--- config.mk ---
export PLATFORM = sky130hd
export DESIGN_NAME = msix_tx_top
export DESIGN_NICKNAME = d
export VERILOG_FILES = /design/src/hdl/msix_pkg.sv /design/src/hdl/msix_cfg_regs.sv /design/src/hdl/msix_tx_bridge.sv /design/src/hdl/msix_tx_top.sv /design/src/hdl/msix_vector_fifo.sv
export SDC_FILE = /design/constraint.sdc
export NUM_CORES = 1
export LEC_CHECK = 0
export ABC_AREA = 1
export BUFFER_PORTS_ARGS = -buffer_cell sky130_fd_sc_hd__buf_2
export CORE_UTILIZATION = 55
export DETAILED_ROUTE_END_ITERATION = 8
export HOLD_SLACK_MARGIN = 0.02
export PLACE_DENSITY_LB_ADDON = 0.25
export RECOVER_POWER = 100
export SYNTH_ARGS = -nofsm -noshare
export SYNTH_HDL_FRONTEND = slang
export SYNTH_SLANG_ARGS = --single-unit
export TNS_END_PERCENT = 5
--- constraint.sdc ---
create_clock -name clk -period 5.3 [get_ports clk]
set_clock_uncertainty 0.15 [all_clocks]
set_input_delay 0 -clock clk [delete_from_list [all_inputs] [get_ports clk]]
set_output_delay 0 -clock clk [all_outputs]
set_load 0.01 [all_outputs]
--- src/hdl/msix_pkg.sv ---
// --------------------
// MSI-X transmit bridge shared definitions
// Sizes, register map and interrupt header layout
// --------------------
`default_nettype none

package msix_pkg;

    // Vector queue
    localparam int VEC_W           = 16;
    localparam int FIFO_DEPTH      = 16;
    localparam int FIFO_AW         = 4;
    localparam int ALMOST_FULL_LVL = 12;

    // Function identity
    localparam int PF_W = 3;
    localparam int VF_W = 11;

    // Stream and status widths
    localparam int TDATA_W = 64;
    localparam int CNT_W   = 16;

    // --------------------
    // Wishbone register map
    localparam int WB_AW = 2;
    localparam int WB_DW = 32;

    localparam logic [WB_AW-1:0] ADDR_CTRL = 2'd0;
    localparam logic [WB_AW-1:0] ADDR_SENT = 2'd1;
    localparam logic [WB_AW-1:0] ADDR_DROP = 2'd2;

    // CTRL fields, upper bits read as zero
    localparam int CTRL_W       = 16;
    localparam int CTRL_EN_BIT  = 0;
    localparam int CTRL_VFA_BIT = 1;
    localparam int CTRL_PF_OFS  = 2;
    localparam int CTRL_VF_OFS  = 5;

    // --------------------
    // Interrupt header layout, LSB first
    localparam int FMT_W       = 8;
    localparam int HDR_FMT_OFS = 0;
    localparam int HDR_PF_OFS  = 8;
    localparam int HDR_VF_OFS  = 11;
    localparam int HDR_VFA_OFS = 22;
    localparam int HDR_VEC_OFS = 32;

    typedef enum logic [FMT_W-1:0] {
        MEM_WR  = 8'h60,
        MSG     = 8'h34,
        DM_INTR = 8'h30
    } msix_fmt_e;

endpackage

`default_nettype wire

--- src/hdl/msix_cfg_regs.sv ---
// --------------------
// MSI-X bridge register block
// Wishbone classic slave with control and status counters
// --------------------
`default_nettype none

module msix_cfg_regs (
    input  wire logic                       clk,
    input  wire logic                       rst_n,
    input  wire logic                       wb_cyc,
    input  wire logic                       wb_stb,
    input  wire logic                       wb_we,
    input  wire logic [msix_pkg::WB_AW-1:0] wb_adr,
    input  wire logic [msix_pkg::WB_DW-1:0] wb_dat_i,
    input  wire logic [3:0]                 wb_sel,
    output logic      [msix_pkg::WB_DW-1:0] wb_dat_o,
    output logic                            wb_ack,
    input  wire logic                       beat_sent,
    input  wire logic                       vec_dropped,
    output logic                            tx_enable,
    output logic      [msix_pkg::PF_W-1:0]  pf_num,
    output logic      [msix_pkg::VF_W-1:0]  vf_num,
    output logic                            vf_active
);

    logic [msix_pkg::CTRL_W-1:0] ctrl;
    logic [msix_pkg::CNT_W-1:0]  sent_cnt;
    logic [msix_pkg::CNT_W-1:0]  drop_cnt;
    logic                        access;
    logic                        wr_access;
    logic                        clr_sent;
    logic                        clr_drop;

    // Every register is written as a whole word
    assign access    = wb_cyc && wb_stb && !wb_ack;
    assign wr_access = access && wb_we;
    assign clr_sent  = wr_access && (wb_adr == msix_pkg::ADDR_SENT);
    assign clr_drop  = wr_access && (wb_adr == msix_pkg::ADDR_DROP);

    assign tx_enable = ctrl[msix_pkg::CTRL_EN_BIT];
    assign vf_active = ctrl[msix_pkg::CTRL_VFA_BIT];
    assign pf_num    = ctrl[msix_pkg::CTRL_PF_OFS +: msix_pkg::PF_W];
    assign vf_num    = ctrl[msix_pkg::CTRL_VF_OFS +: msix_pkg::VF_W];

    // --------------------
    // Control register and ack
    always_ff @(posedge clk)
    begin
        if (!rst_n)
        begin
            wb_ack <= 1'b0;
            ctrl   <= '0;
        end
        else
        begin
            wb_ack <= access;
            if (wr_access && (wb_adr == msix_pkg::ADDR_CTRL))
            begin
                ctrl <= wb_dat_i[msix_pkg::CTRL_W-1:0];
            end
        end
    end

    // --------------------
    // Saturating status counters where a clear wins
    always_ff @(posedge clk)
    begin
        if (!rst_n)
        begin
            sent_cnt <= '0;
            drop_cnt <= '0;
        end
        else
        begin
            if (clr_sent)
                sent_cnt <= '0;
            else if (beat_sent && (sent_cnt != '1))
                sent_cnt <= sent_cnt + 1'b1;

            if (clr_drop)
                drop_cnt <= '0;
            else if (vec_dropped && (drop_cnt != '1))
                drop_cnt <= drop_cnt + 1'b1;
        end
    end

    // Read data captured with the ack
    always_ff @(posedge clk)
    begin
        if (access)
        begin
            case (wb_adr)
                msix_pkg::ADDR_CTRL: wb_dat_o <= msix_pkg::WB_DW'(ctrl);
                msix_pkg::ADDR_SENT: wb_dat_o <= msix_pkg::WB_DW'(sent_cnt);
                msix_pkg::ADDR_DROP: wb_dat_o <= msix_pkg::WB_DW'(drop_cnt);
                default:             wb_dat_o <= '0;
            endcase
        end
    end

endmodule

`default_nettype wire

--- src/hdl/msix_tx_bridge.sv ---
// --------------------
// MSI-X transmit bridge
// Queues strobed vectors and sends one interrupt header beat each
// --------------------
`default_nettype none

module msix_tx_bridge (
    input  wire logic                         clk,
    input  wire logic                         rst_n,
    input  wire logic                         msix_strb,
    input  wire logic [msix_pkg::VEC_W-1:0]   msix_num,
    output logic                              msix_ready,
    output logic                              tx_valid,
    output logic                              tx_last,
    output logic      [msix_pkg::TDATA_W-1:0] tx_data,
    input  wire logic                         tx_ready,
    input  wire logic                         tx_enable,
    input  wire logic [msix_pkg::PF_W-1:0]    pf_num,
    input  wire logic [msix_pkg::VF_W-1:0]    vf_num,
    input  wire logic                         vf_active,
    output logic                              beat_sent,
    output logic                              vec_dropped
);

    logic                       fifo_wr_en;
    logic [msix_pkg::VEC_W-1:0] fifo_wr_data;
    logic                       fifo_rd_en;
    logic [msix_pkg::VEC_W-1:0] fifo_rd_data;
    logic                       fifo_empty;
    logic                       fifo_almost_full;

    // --------------------
    // Host side
    always_ff @(posedge clk)
    begin
        if (!rst_n)
        begin
            fifo_wr_en <= 1'b0;
            msix_ready <= 1'b0;
        end
        else
        begin
            fifo_wr_en <= msix_strb;
            msix_ready <= !fifo_almost_full;
        end
    end

    // Vector payload follows the strobe register
    always_ff @(posedge clk)
    begin
        fifo_wr_data <= msix_num;
    end

    msix_vector_fifo i_fifo (
        .clk         (clk),
        .rst_n       (rst_n),
        .wr_en       (fifo_wr_en),
        .wr_data     (fifo_wr_data),
        .rd_en       (fifo_rd_en),
        .rd_data     (fifo_rd_data),
        .empty       (fifo_empty),
        .almost_full (fifo_almost_full),
        .dropped     (vec_dropped)
    );

    // --------------------
    // Stream side
    assign tx_valid   = !fifo_empty && tx_enable;
    assign tx_last    = tx_valid;
    assign fifo_rd_en = tx_valid && tx_ready;
    assign beat_sent  = fifo_rd_en;

    // DM interrupt header, unused bits zero
    always_comb
    begin
        tx_data = '0;
        tx_data[msix_pkg::HDR_FMT_OFS +: msix_pkg::FMT_W] = msix_pkg::DM_INTR;
        tx_data[msix_pkg::HDR_PF_OFS +: msix_pkg::PF_W]   = pf_num;
        tx_data[msix_pkg::HDR_VF_OFS +: msix_pkg::VF_W]   = vf_num;
        tx_data[msix_pkg::HDR_VFA_OFS]                    = vf_active;
        tx_data[msix_pkg::HDR_VEC_OFS +: msix_pkg::VEC_W] = fifo_rd_data;
    end

endmodule

`default_nettype wire

--- src/hdl/msix_tx_top.sv ---
// --------------------
// MSI-X transmit subsystem top
// Register block beside the transmit bridge
// --------------------
`default_nettype none

module msix_tx_top (
    input  wire logic                         clk,
    input  wire logic                         rst_n,
    // Host side
    input  wire logic                         msix_strb,
    input  wire logic [msix_pkg::VEC_W-1:0]   msix_num,
    output logic                              msix_ready,
    // Stream source
    output logic                              tx_valid,
    output logic                              tx_last,
    output logic      [msix_pkg::TDATA_W-1:0] tx_data,
    input  wire logic                         tx_ready,
    // Wishbone slave
    input  wire logic                         wb_cyc,
    input  wire logic                         wb_stb,
    input  wire logic                         wb_we,
    input  wire logic [msix_pkg::WB_AW-1:0]   wb_adr,
    input  wire logic [msix_pkg::WB_DW-1:0]   wb_dat_i,
    input  wire logic [3:0]                   wb_sel,
    output logic      [msix_pkg::WB_DW-1:0]   wb_dat_o,
    output logic                              wb_ack
);

    logic                      tx_enable;
    logic [msix_pkg::PF_W-1:0] pf_num;
    logic [msix_pkg::VF_W-1:0] vf_num;
    logic                      vf_active;
    logic                      beat_sent;
    logic                      vec_dropped;

    msix_cfg_regs i_regs (
        .clk         (clk),
        .rst_n       (rst_n),
        .wb_cyc      (wb_cyc),
        .wb_stb      (wb_stb),
        .wb_we       (wb_we),
        .wb_adr      (wb_adr),
        .wb_dat_i    (wb_dat_i),
        .wb_sel      (wb_sel),
        .wb_dat_o    (wb_dat_o),
        .wb_ack      (wb_ack),
        .beat_sent   (beat_sent),
        .vec_dropped (vec_dropped),
        .tx_enable   (tx_enable),
        .pf_num      (pf_num),
        .vf_num      (vf_num),
        .vf_active   (vf_active)
    );

    msix_tx_bridge i_bridge (
        .clk         (clk),
        .rst_n       (rst_n),
        .msix_strb   (msix_strb),
        .msix_num    (msix_num),
        .msix_ready  (msix_ready),
        .tx_valid    (tx_valid),
        .tx_last     (tx_last),
        .tx_data     (tx_data),
        .tx_ready    (tx_ready),
        .tx_enable   (tx_enable),
        .pf_num      (pf_num),
        .vf_num      (vf_num),
        .vf_active   (vf_active),
        .beat_sent   (beat_sent),
        .vec_dropped (vec_dropped)
    );

endmodule

`default_nettype wire

--- src/hdl/msix_vector_fifo.sv ---
// --------------------
// MSI-X vector FIFO
// Register-array queue with lookahead read and overflow drop
// --------------------
`default_nettype none

module msix_vector_fifo (
    input  wire logic                       clk,
    input  wire logic                       rst_n,
    input  wire logic                       wr_en,
    input  wire logic [msix_pkg::VEC_W-1:0] wr_data,
    input  wire logic                       rd_en,
    output logic      [msix_pkg::VEC_W-1:0] rd_data,
    output logic                            empty,
    output logic                            almost_full,
    output logic                            dropped
);

    logic [msix_pkg::VEC_W-1:0] mem [msix_pkg::FIFO_DEPTH];

    logic [msix_pkg::FIFO_AW-1:0] wr_ptr;
    logic [msix_pkg::FIFO_AW-1:0] rd_ptr;
    logic [msix_pkg::FIFO_AW:0]   count;
    logic                         full;
    logic                         do_wr;
    logic                         do_rd;

    assign full  = (count == (msix_pkg::FIFO_AW + 1)'(msix_pkg::FIFO_DEPTH));
    assign do_wr = wr_en && !full;
    assign do_rd = rd_en && !empty;

    assign almost_full = (count >= (msix_pkg::FIFO_AW + 1)'(msix_pkg::ALMOST_FULL_LVL));

    // Head entry is always on the output
    assign rd_data = mem[rd_ptr];

    // --------------------
    // Storage
    always_ff @(posedge clk)
    begin
        if (do_wr)
        begin
            mem[wr_ptr] <= wr_data;
        end
    end

    // --------------------
    // Pointers and level
    always_ff @(posedge clk)
    begin
        if (!rst_n)
        begin
            wr_ptr  <= '0;
            rd_ptr  <= '0;
            count   <= '0;
            empty   <= 1'b1;
            dropped <= 1'b0;
        end
        else
        begin
            if (do_wr)
            begin
                wr_ptr <= wr_ptr + 1'b1;
            end
            if (do_rd)
            begin
                rd_ptr <= rd_ptr + 1'b1;
            end
            count <= count + (msix_pkg::FIFO_AW + 1)'(do_wr) - (msix_pkg::FIFO_AW + 1)'(do_rd);
            // Empty flag lags a write by one cycle
            empty   <= do_rd ? (count <= 1) : (count == 0);
            dropped <= wr_en && full;
        end
    end

endmodule

`default_nettype wire

# == Word level (Yosys, flattened, before mapping) ==
# Memory sizes are Yosys's and may differ from the RTL's. A register that Yosys moved wholly into a read port is not among the register bits.
# Index checks and enable logic that the tools add are counted.
# word_totals
register_bits,114
latch_bits,0
ram_bits,256
rom_bits,0
input_bits,61
out_inout_bits,100
elab_cells,55
mem_count,1
# classes
add_sub_neg,6
multipliers,0
div,0
n_lt_le_gt_ge,2
eq_ne,5
n_shift,0
mux,6
bitwise,1
reduce_logical,21
# mem_list
name,depth,word_bits,rd,rd_clocked_by_memory_dff,wr,line,rtl
i_bridge.i_fifo.mem,16,16,1,1,1,msix_vector_fifo.sv:19,logic [msix_pkg::VEC_W-1:0] mem [msix_pkg::FIFO_DEPTH];
# ops
op,count
16-bit case mux with 3 select lines,1
"16-bit by 1-bit adder with 16-bit output, second input constant",2
"16-bit != test, second input constant",2
1-bit logical AND,13
"4-bit by 1-bit adder with 4-bit output, second input constant",2
4-bit two-way mux,2
5-bit by 1-bit adder with 5-bit output,1
"5-bit equality test, second input constant",1
"5-bit by 4-bit greater-or-equal comparator with 1-bit output, second input constant",1
"5-bit by 1-bit less-or-equal comparator with 1-bit output, second input constant",1
5-bit logical NOT,1
5-bit by 1-bit subtractor with 5-bit output,1
1-bit logical NOT,4
2-bit OR reduction,2
1-bit two-way mux,3
"2-bit by 1-bit equality test with 1-bit output, second input constant",1
"2-bit equality test, second input constant",1
2-bit logical NOT,1
1-bit inverter,1

# == Logic depth before layout (Yosys ltp) ==
# Gate-level depths: netlist of run 1.
# logic_depth
ltp_word,6
mapped_depth,14
ltp_nobuf,14

# == Cells and area by module ==
# Synthesis of run 1 repeated with hierarchy kept, for this count alone.
# unflattened
hier_cells,1726
area_unflattened_um2,16179.3
# modules_own_cells
mod,instances,cells_per_inst,area_each_um2,seq_area_each_um2
msix_vector_fifo,1,1182,12012.8,8067.7
msix_cfg_regs,1,466,3392.0,1461.4
msix_tx_bridge,1,78,774.5,360.3

# == Least setup slack after synthesis of run 1 ==
# Ideal clock, no wire load.
# synth_timing
path_type,register -> register
start,register i_bridge.i_fifo.count[2] in the netlist's numbering
end,memory i_bridge.i_fifo.mem[11][0] in the netlist's numbering (enable)
setup_time_ps,388
t_arrival_ps,1906
t_required_ps,4762
setup_slack_ps,2856
stages_incl_launch_ff,9
n_path_buf,0
period_less_slack_ps,2444
cell_sequence,dfxtp_1 > inv_1 > ha_1 > nor3b_2 > nand2_1 > nand2_1 > inv_2 > nand2_1 > nor2_1
# synth_between
elab_chain_cells,5
# synth_rtl
item,line,rtl
"start, declared",msix_vector_fifo.sv:23,logic [msix_pkg::FIFO_AW:0] count;
"start signal, assigned",msix_vector_fifo.sv:69,count <= count + (msix_pkg::FIFO_AW + 1)'(do_wr) - (msix_pkg::FIFO_AW + 1)'(do_rd);
5-bit equality test,msix_vector_fifo.sv:28,assign full = (count == (msix_pkg::FIFO_AW + 1)'(msix_pkg::FIFO_DEPTH));
1-bit logical NOT,msix_vector_fifo.sv:29,assign do_wr = wr_en && !full;
1-bit logical AND,msix_vector_fifo.sv:29,
1-bit two-way mux,msix_vector_fifo.sv:41,if (do_wr)
1-bit two-way mux (not written as such),msix_vector_fifo.sv:43,mem[wr_ptr] <= wr_data;
"end, declared",msix_vector_fifo.sv:19,
# Every way passes these cells.

# == Worst setup path in the final report of run 1 ==
# layout_timing
start,input port wb_stb
end,register i_regs.sent_cnt[1] in the netlist's numbering
# layout_between
elab_chain_cells,5
# layout_rtl
item,line,rtl
"start, declared",msix_tx_top.sv:21,"input wire logic wb_stb,"
1-bit logical AND (2 in a row),msix_cfg_regs.sv:35,assign access = wb_cyc && wb_stb && !wb_ack;
via i_regs.access,msix_cfg_regs.sv:29,logic access;
1-bit logical AND,msix_cfg_regs.sv:36,assign wr_access = access && wb_we;
1-bit logical AND,msix_cfg_regs.sv:37,assign clr_sent = wr_access && (wb_adr == msix_pkg::ADDR_SENT);
2-bit OR reduction (no source line),n/a,
"end signal, assigned",msix_cfg_regs.sv:78,sent_cnt <= sent_cnt + 1'b1;
"end, declared",msix_cfg_regs.sv:27,logic [msix_pkg::CNT_W-1:0] sent_cnt;
# The timed path passes the listed nets, and every way through them passes these cells.
# A chain may end at the register's enable or synchronous reset.

==> results of run 1 <==
==> placed cells by master (no fill, tap or decap), types with 49 or more instances in the layout <==
master and count:
edfxtp_1 272, dfxtp_1 84, o211ai_1 72, nor2_1 109
nand2_1 227, dlygate4sd3_1 76, o21ai_0 96, nand3_1 134
conb_1 49, inv_1 193, clkbuf_1 60, a21oi_1 102
==> cells by family (layout without fill, tap and decap cells) <==
family / count (synthesis) / in the layout / share of synthesized area (%)
buffers and inverters: 317 / 437 / 9.378
and+or+nand+nor: 505 / 505 / 14.22
xor gates and xnor gates: 4 / 4 / 0.2271
AOI/OAI and AO/OA: 279 / 279 / 10.58
DFF: 358 / 358 / 64.12
adders and majority gates: 17 / 17 / 1.428
other: 2 / 49 / 0.04869
==> where the power goes <==
group | total, mW | leakage, nW | switching [mW] | internal, mW
clock | 2.35 | 0.536 | 1.04 | 1.31
combinational | 0.290 | 2.70 | 0.175 | 0.115
sequential | 3.13 | 3.16 | 0.0541 | 3.07
total | 5.77 | 6.40 | 1.27 | 4.50
==> worst paths after layout <==
path,startpoint,to,slack [ps],depth (start not counted)
worst max register to register,i_regs.wb_ack$_SDFF_PN0_,i_regs.sent_cnt[1]$_SDFFE_PP0P_,1540,6
worst min register to register,i_bridge.fifo_wr_en$_SDFF_PN0_,i_bridge.i_fifo.dropped$_SDFF_PN0_,310,2
worst max-delay path,wb_stb,i_regs.sent_cnt[1]$_SDFFE_PP0P_,1160,10
worst min-delay path,i_bridge.fifo_wr_en$_SDFF_PN0_,i_bridge.i_fifo.dropped$_SDFF_PN0_,310,2
==> per-layer routing <==
| metal | routed length, µm | share of wire (%) | track usage, % |
|---|---|---|---|
| met1 | 15120 | 44 | 33.59 |
| met2 | 16370 | 48 | 40.35 |
| met3 | 1860 | 5.5 | 3.148 |
| met4 | 764 | 2.2 | 7.090 |
| met5 | 0 | 0 | 0 |
==> registers in the layout, summed over array words and instances (netlist names), named ones only <==
signal and count:
i_bridge.fifo_wr_en 1, i_regs.sent_cnt 16, i_bridge.i_fifo.count 5, i_bridge.i_fifo.mem 256
i_regs.drop_cnt 16, i_bridge.i_fifo.dropped 1, i_bridge.fifo_wr_data 16, i_bridge.i_fifo.rd_ptr 4
i_bridge.msix_ready 1, i_regs.ctrl 16, i_regs.wb_dat_o 16, i_regs.wb_ack 1
i_bridge.i_fifo.wr_ptr 4, i_bridge.i_fifo.empty 1
==> through the flow <==
stage / hold WS (ps) / setup slack (ps) / util, %
after global routing: 324.0 / 916.5 / 64.64
after detailed placement: -46.01 / 2335 / 58.43
after floorplan: -122.3 / 2856 / -
after CTS: 309.5 / 2010 / 65.18
final: 309.5 / 1165 / 64.64
after global placement: -47.77 / 2420 / 58.43
==> critical path, stage by stage <==
cell and delay, ps:
dlygate4sd3_1 520, buf_2 100, nand2_1 40, dlygate4sd3_1 570
nor2_1 1190, nand2_1 210, o21ai_0 1240, inv_2 270
o21ai_0 170, nor2_1 60
==> layout make-up <==
type | instances | area, µm² | share of cell area (%)
Inverter | 201 | 757.0 | 4.297
Timing Repair Buffer | 171 | 1192 | 6.769
Clock inverter | 20 | 146.4 | 0.8311
Clock buffer | 45 | 934.6 | 5.306
Tap cell | 372 | 465.4 | 2.642
Multi-Input combinational cell | 854 | 4227 | 23.99
Sequential cell | 358 | 9892 | 56.16
==> metrics.txt, run 1 <==
root buffer cell clkbuf_16; DRT Wirelength around 34,000 µm; DR pass1 iterations 5; cell area after layout roughly 18,000 µm²; mean routed wirelength per cell 16.88 µm; Final period util between 70 and 80%; gate count of the mapped netlist between 1k and 1.5k; peak supply drop about 0.24 mV; drt via density approximately 5.3; number of flops mapped to enable cells by yosys between 200 and 300; Period minus WS final a little over 4000 ps; Netlist Area Pre-Place around 15,000 µm²; synthesized flop and latch total about 360; Setup crit start kind input port; I/O Pins between 150 and 200; first-pass GRT wire length 53,630 µm; Final Non-Filler Cells just over 2k; setup TNS 0 ps; diodes inserted 0; status complete, but fails checks; post-synthesis sequential area ratio ~64%; worst-path fanout max 18; Die Height 169.5 µm; GRT Total Usage about a quarter; synth cell count leaders 272 x edfxtp_1, 227 x nand2_1, 192 x inv_1; vias after detailed routing ~11k; largest net degree at the start of global routing 157; Pins Over Slew Limit roughly 480; number of setup buffers added after CTS 0; HPWL Detailed 20,360 µm; CTS max path bufs 3; Worst Path Required approximately 5600 ps; core area between 20,000 and 30,000 µm²; initial antenna violation count 0; TritonCTS Buffers 36; Resized Gates After CTS 0; RSZ-0062 raised after global routing false; Num Clock Sinks between 300 and 400; Rows 60; Yosys top cell area share a little over half; H-tree depth 2; clock-pin transition on the worst setup and hold timing paths approximately 60 ps; YS warnings 0; failing checks capacitance limit, slew limit; synthesized area per cell roughly 10 µm²; Final Hold Fails 0; arrival time of the worst setup path 4390 ps; CTS tree built; crit path kind input port to flip-flop; worst-margin pin slew roughly 2000 ps; Leakage approximately 6.4 nW; Netlist cell types 34; cell taking the most area after synthesis edfxtp_1; Design Power approximately 5.8 mW; DRT antenna net count 0; Worst-Skew Late Latency 520 ps; fmax ~240 MHz; Area Growth Syn to Fin 14.20%; cts hold-fix bufs between 70 and 80; Final nets between 1.5k and 2k; vias in the first global route between 10k and 15k; die footprint about 29,000 µm²; drc violations 0; DRT iter0 DRCs around 980; critical path endpoint category flip-flop; layout cells sized above 1 roughly 7.6%; dpl cell area around 16,000 µm²; Buffers on Ports between 90 and 100; Initial Utilization 56.60%; largest cells by area after synthesis edfxtp_1 53%, dfxtp_1 11%, nand2_1 5.5%, inv_1 4.7%, nand3_1 4.3%; Hold WC Path Type flip-flop to flip-flop; most common cell in the netlist edfxtp_1; final setup fails 0; top_reg_cell synth edfxtp_1; Worst slew margin -37.25%; Power Density approximately 330 nW/µm²; Post-Place Cells approximately 1.9k; grt total ovfl 0; placer congestion estimate about 0.88; total of max-cap violations 20; Fillers 2,141; Post-synth ARST share 0%; Die X between 150 and 200 µm
Power figures use the tool's default switching activity.
==> run 2, diff against run 1 <==
ABC_AREA = 0   (was 1)
clock period = 3.92 ns   (was 5.3 ns; I/O delays follow)
==> run 2 against run 1 <==
Critical path depth decreased by 3. Non-clock buffer count increased by 4. The flow now finishes without violations. Area after synthesis decreased by 6.0%. Cell area decreased by 3.6%. Critical path type is now flip-flop to flip-flop.
==> metrics.txt, run 2 <==
status finished, final reports clean; post-synthesis sequential area ratio 68.21% (+4.1 points); CTS max path bufs 3 (unchanged); hold depth 3 (+1); Leakage 5.562 nW (-13%); Buffers on Ports 91 (unchanged); cell area after layout 16,990 µm² (-3.6%); Worst-Skew Late Latency 520 ps (about the same); Final Hold Fails 0 (unchanged); cell taking the most area after synthesis edfxtp_1; vias in the first global route 7,974 (-21%); DRT iter0 DRCs 737 (-25%); Design Power 8.356 mW (+45%); Yosys top cell area share 56.34% (+3.4 points); RSZ-0062 raised after global routing false; WHS Endpoint i_regs.wb_dat_o[7]$_DFFE_PP_; final setup margin 619.6 ps (-545.3 ps); layout cells sized above 1 18.64% (+11 points); gate count of the mapped netlist 913 (-38%); Setup crit start kind flip-flop; die footprint 27,010 µm² (-5.9%); Rows 59 (-1.7%); worst-margin pin slew 1449 ps (-601.8 ps); Power Density 491.9 nW/µm² (+50%); Register Area 9894 µm² (about the same); sw power 1.672 mW (+32%); Worst slew margin 3.378% (+41 points); Comb pwr share 4.1% (-0.9 points); most frequent cells in the layout 272 x edfxtp_1, 84 x dfxtp_1, 81 x nand2_1, 80 x mux4_2, 74 x clkbuf_1; I/O Pins 161 (unchanged); synthesized area per cell 15.88 µm² (+53%); largest register by flop count i_bridge.i_fifo.mem; mean routed wirelength per cell 20.45 µm (+21%); Final period util a little over four fifths; drc violations 0 (unchanged); Post-Place Cells 1,315 (-30%); Worst R2R Path Depth 7 (+1); diodes inserted 0 (unchanged); Die X 164.4 µm (-3.0%); Hold WC Path Type input port to flip-flop; footprint of the multi-input gates 4173 µm² (-1.3%); worst-path fanout max 16 (-2); number of setup buffers added after CTS 0 (unchanged); core area 25,980 µm² (-4.6%); YS warnings 0 (unchanged); DR pass1 iterations 5 (unchanged); worst r2r src i_bridge.i_fifo.count[2]$_SDFF_PN0_; final setup fails 0 (unchanged); Final Non-Filler Cells 1,440 (-29%); synthesized flop and latch total 358 (unchanged); Pins Over Slew Limit 0 (-100%); Fillers 1,897 (-11%); peak supply drop 0.4040 mV (+69%); arrival time of the worst setup path 3270 ps (-1120 ps); grt total ovfl 0 (unchanged); critical path endpoint category flip-flop; Area Growth Syn to Fin 17.17%; Hold Startpoint wb_adr[1]; top_reg_cell synth edfxtp_1; placer congestion estimate 0.8626 (-2.4%); setup TNS 0 ps (unchanged); most common cell in the netlist edfxtp_1; Internal Pwr Total 6.684 mW (+49%); Worst Path Required 3890 ps (-1670 ps); largest cells by area after synthesis edfxtp_1 56%, mux4_2 12%, dfxtp_1 12%, buf_4 2.6%, nand2_1 2.1%; Switching Fraction 20.01% (-1.9 points); most common cell after layout, fill and taps aside edfxtp_1; total of max-cap violations 0 (-100%); crit path kind flip-flop to flip-flop; synth cell count leaders 272 x edfxtp_1, 86 x dfxtp_1, 81 x nand2_1; reg2reg end i_bridge.i_fifo.mem[0][11]$_DFFE_PP_; Period minus WS final approximately 3300 ps; Initial Utilization 55.79% (-0.81 points); first-pass GRT wire length 45,360 µm (-15%); DRT antenna net count 0 (unchanged); clock power share 45.5% (+4.7 points); root buffer cell clkbuf_16; Post-synth ARST share 0% (unchanged); Num Clock Sinks 358 (unchanged); DRT Wirelength 29,450 µm (-14%); Netlist Area Pre-Place 14,500 µm² (-6.0%); largest net degree at the start of global routing 33 (-79%); register share of total power 50.3% (-3.9 points); Final nets 1,154 (-32%); Resized Gates After CTS 0 (unchanged); TritonCTS Buffers 38 (+5.6%); CTS tree built; dpl cell area 15,240 µm² (-4.3%); vias after detailed routing 8,084 (-24%); Netlist cell types 50 (+47%); initial antenna violation count 0 (unchanged); flip-flop count of the largest register after layout 256 (unchanged); HPWL Detailed 17,150 µm (-16%); clock-pin transition on the worst setup and hold timing paths 60 ps (about the same); fmax about 300 MHz; number of flops mapped to enable cells by yosys 272 (unchanged); cts hold-fix bufs 55 (-28%); GRT Total Usage 22.80% (-1.5 points); Die Height 164.4 µm (-3.0%); drt via density 5.614 (+6.5%); H-tree depth 2 (unchanged); dpl ws 1006 ps (-1329 ps); reg2reg setup slack 620 ps (-920 ps)
## run 2: cell count changes after synthesis, sizes merged, moves of 25 or more
cell	delta
nand2	-155
a21oi	-55
inv	-189
o211ai	-72
o21ai	-66
mux2i	+25
mux4	+80
nand3	-121
nor2	-87
## run 2: layout make-up
| type | count | area share [%] |
|---|---|---|
| Sequential cell | 358 | 58.25 |
| Multi-Input combinational cell | 490 | 24.56 |
| Timing Repair Buffer | 175 | 6.504 |
| Clock buffer | 51 | 6.305 |
| Tap cell | 335 | 2.467 |
| Clock inverter | 18 | 1.628 |
| Inverter | 13 | 0.2873 |
## run 2: worst max path at each step
stage / startpoint / to / slack (ps) / cells after the start
floorplan: i_bridge.i_fifo.count[2]$_SDFF_PN0_ / i_bridge.i_fifo.mem[0][0]$_DFFE_PP_ / 950 / 7
global placement: i_bridge.i_fifo.count[2]$_SDFF_PN0_ / i_bridge.i_fifo.count[4]$_SDFF_PN0_ / 1040 / 12
detailed placement: i_bridge.i_fifo.count[2]$_SDFF_PN0_ / i_bridge.i_fifo.count[4]$_SDFF_PN0_ / 1010 / 12
CTS: i_bridge.i_fifo.count[2]$_SDFF_PN0_ / i_bridge.i_fifo.count[4]$_SDFF_PN0_ / 990 / 12
global route: i_bridge.i_fifo.count[2]$_SDFF_PN0_ / i_bridge.i_fifo.mem[1][4]$_DFFE_PP_ / 400 / 7
finish: i_bridge.i_fifo.count[2]$_SDFF_PN0_ / i_bridge.i_fifo.mem[0][11]$_DFFE_PP_ / 620 / 7
## run 2: cell families (layout without fill, tap and decap cells)
logic type                 count (synthesis)  in the layout  share of synthesized area, %
buffers and inverters                    112            257                         4.350
DFF                                      358            358                         68.21
AOI/OAI and AO/OA                        104            104                         4.212
and+or+nand+nor                          207            207                         7.016
muxes                                    105            105                         14.15
adders and majority gates                 17             17                         1.519
other                                      2             49                       0.05180
xor gates and xnor gates                   8              8                        0.4833
## run 2: metrics by stage
stage	hold slack (ps)	utilization, %
3_3_place_gp	-46.53	58.67
4_1_cts	32.56	65.97
3_5_place_dp	-46.43	58.67
5_1_grt	77.64	65.37
6_report	45.18	65.37
2_1_floorplan	-122.3	-
## run 2: metal layers
layer  global-route usage, %  up-vias  routed length (µm)
li1                        -     3749                   -
met1                   30.05     4053               12230
met2                   38.59      240               14850
met3                   4.369       42                1760
met4                   6.608        0                 605
met5                       0        -                   0
## run 2: worst max-delay path, stage by stage (launching register included)
cell and delay (ps):
dfxtp_1 370, inv_1 90, ha_1 230, nand4bb_1 200, and2_0 370, nand2_1 210
nor3_1 220, clkbuf_1 1050
## run 2: power groups by stage
stage / combinational (mW) / sequential [mW] / clock, mW
global route: 0.389 / 4.22 / 4.02
CTS: 0.355 / 4.21 / 3.87
detailed placement: 0.311 / 4.29 / 0
floorplan: 0.244 / 4.27 / 0
finish: 0.345 / 4.21 / 3.80
global placement: 0.308 / 4.28 / 0
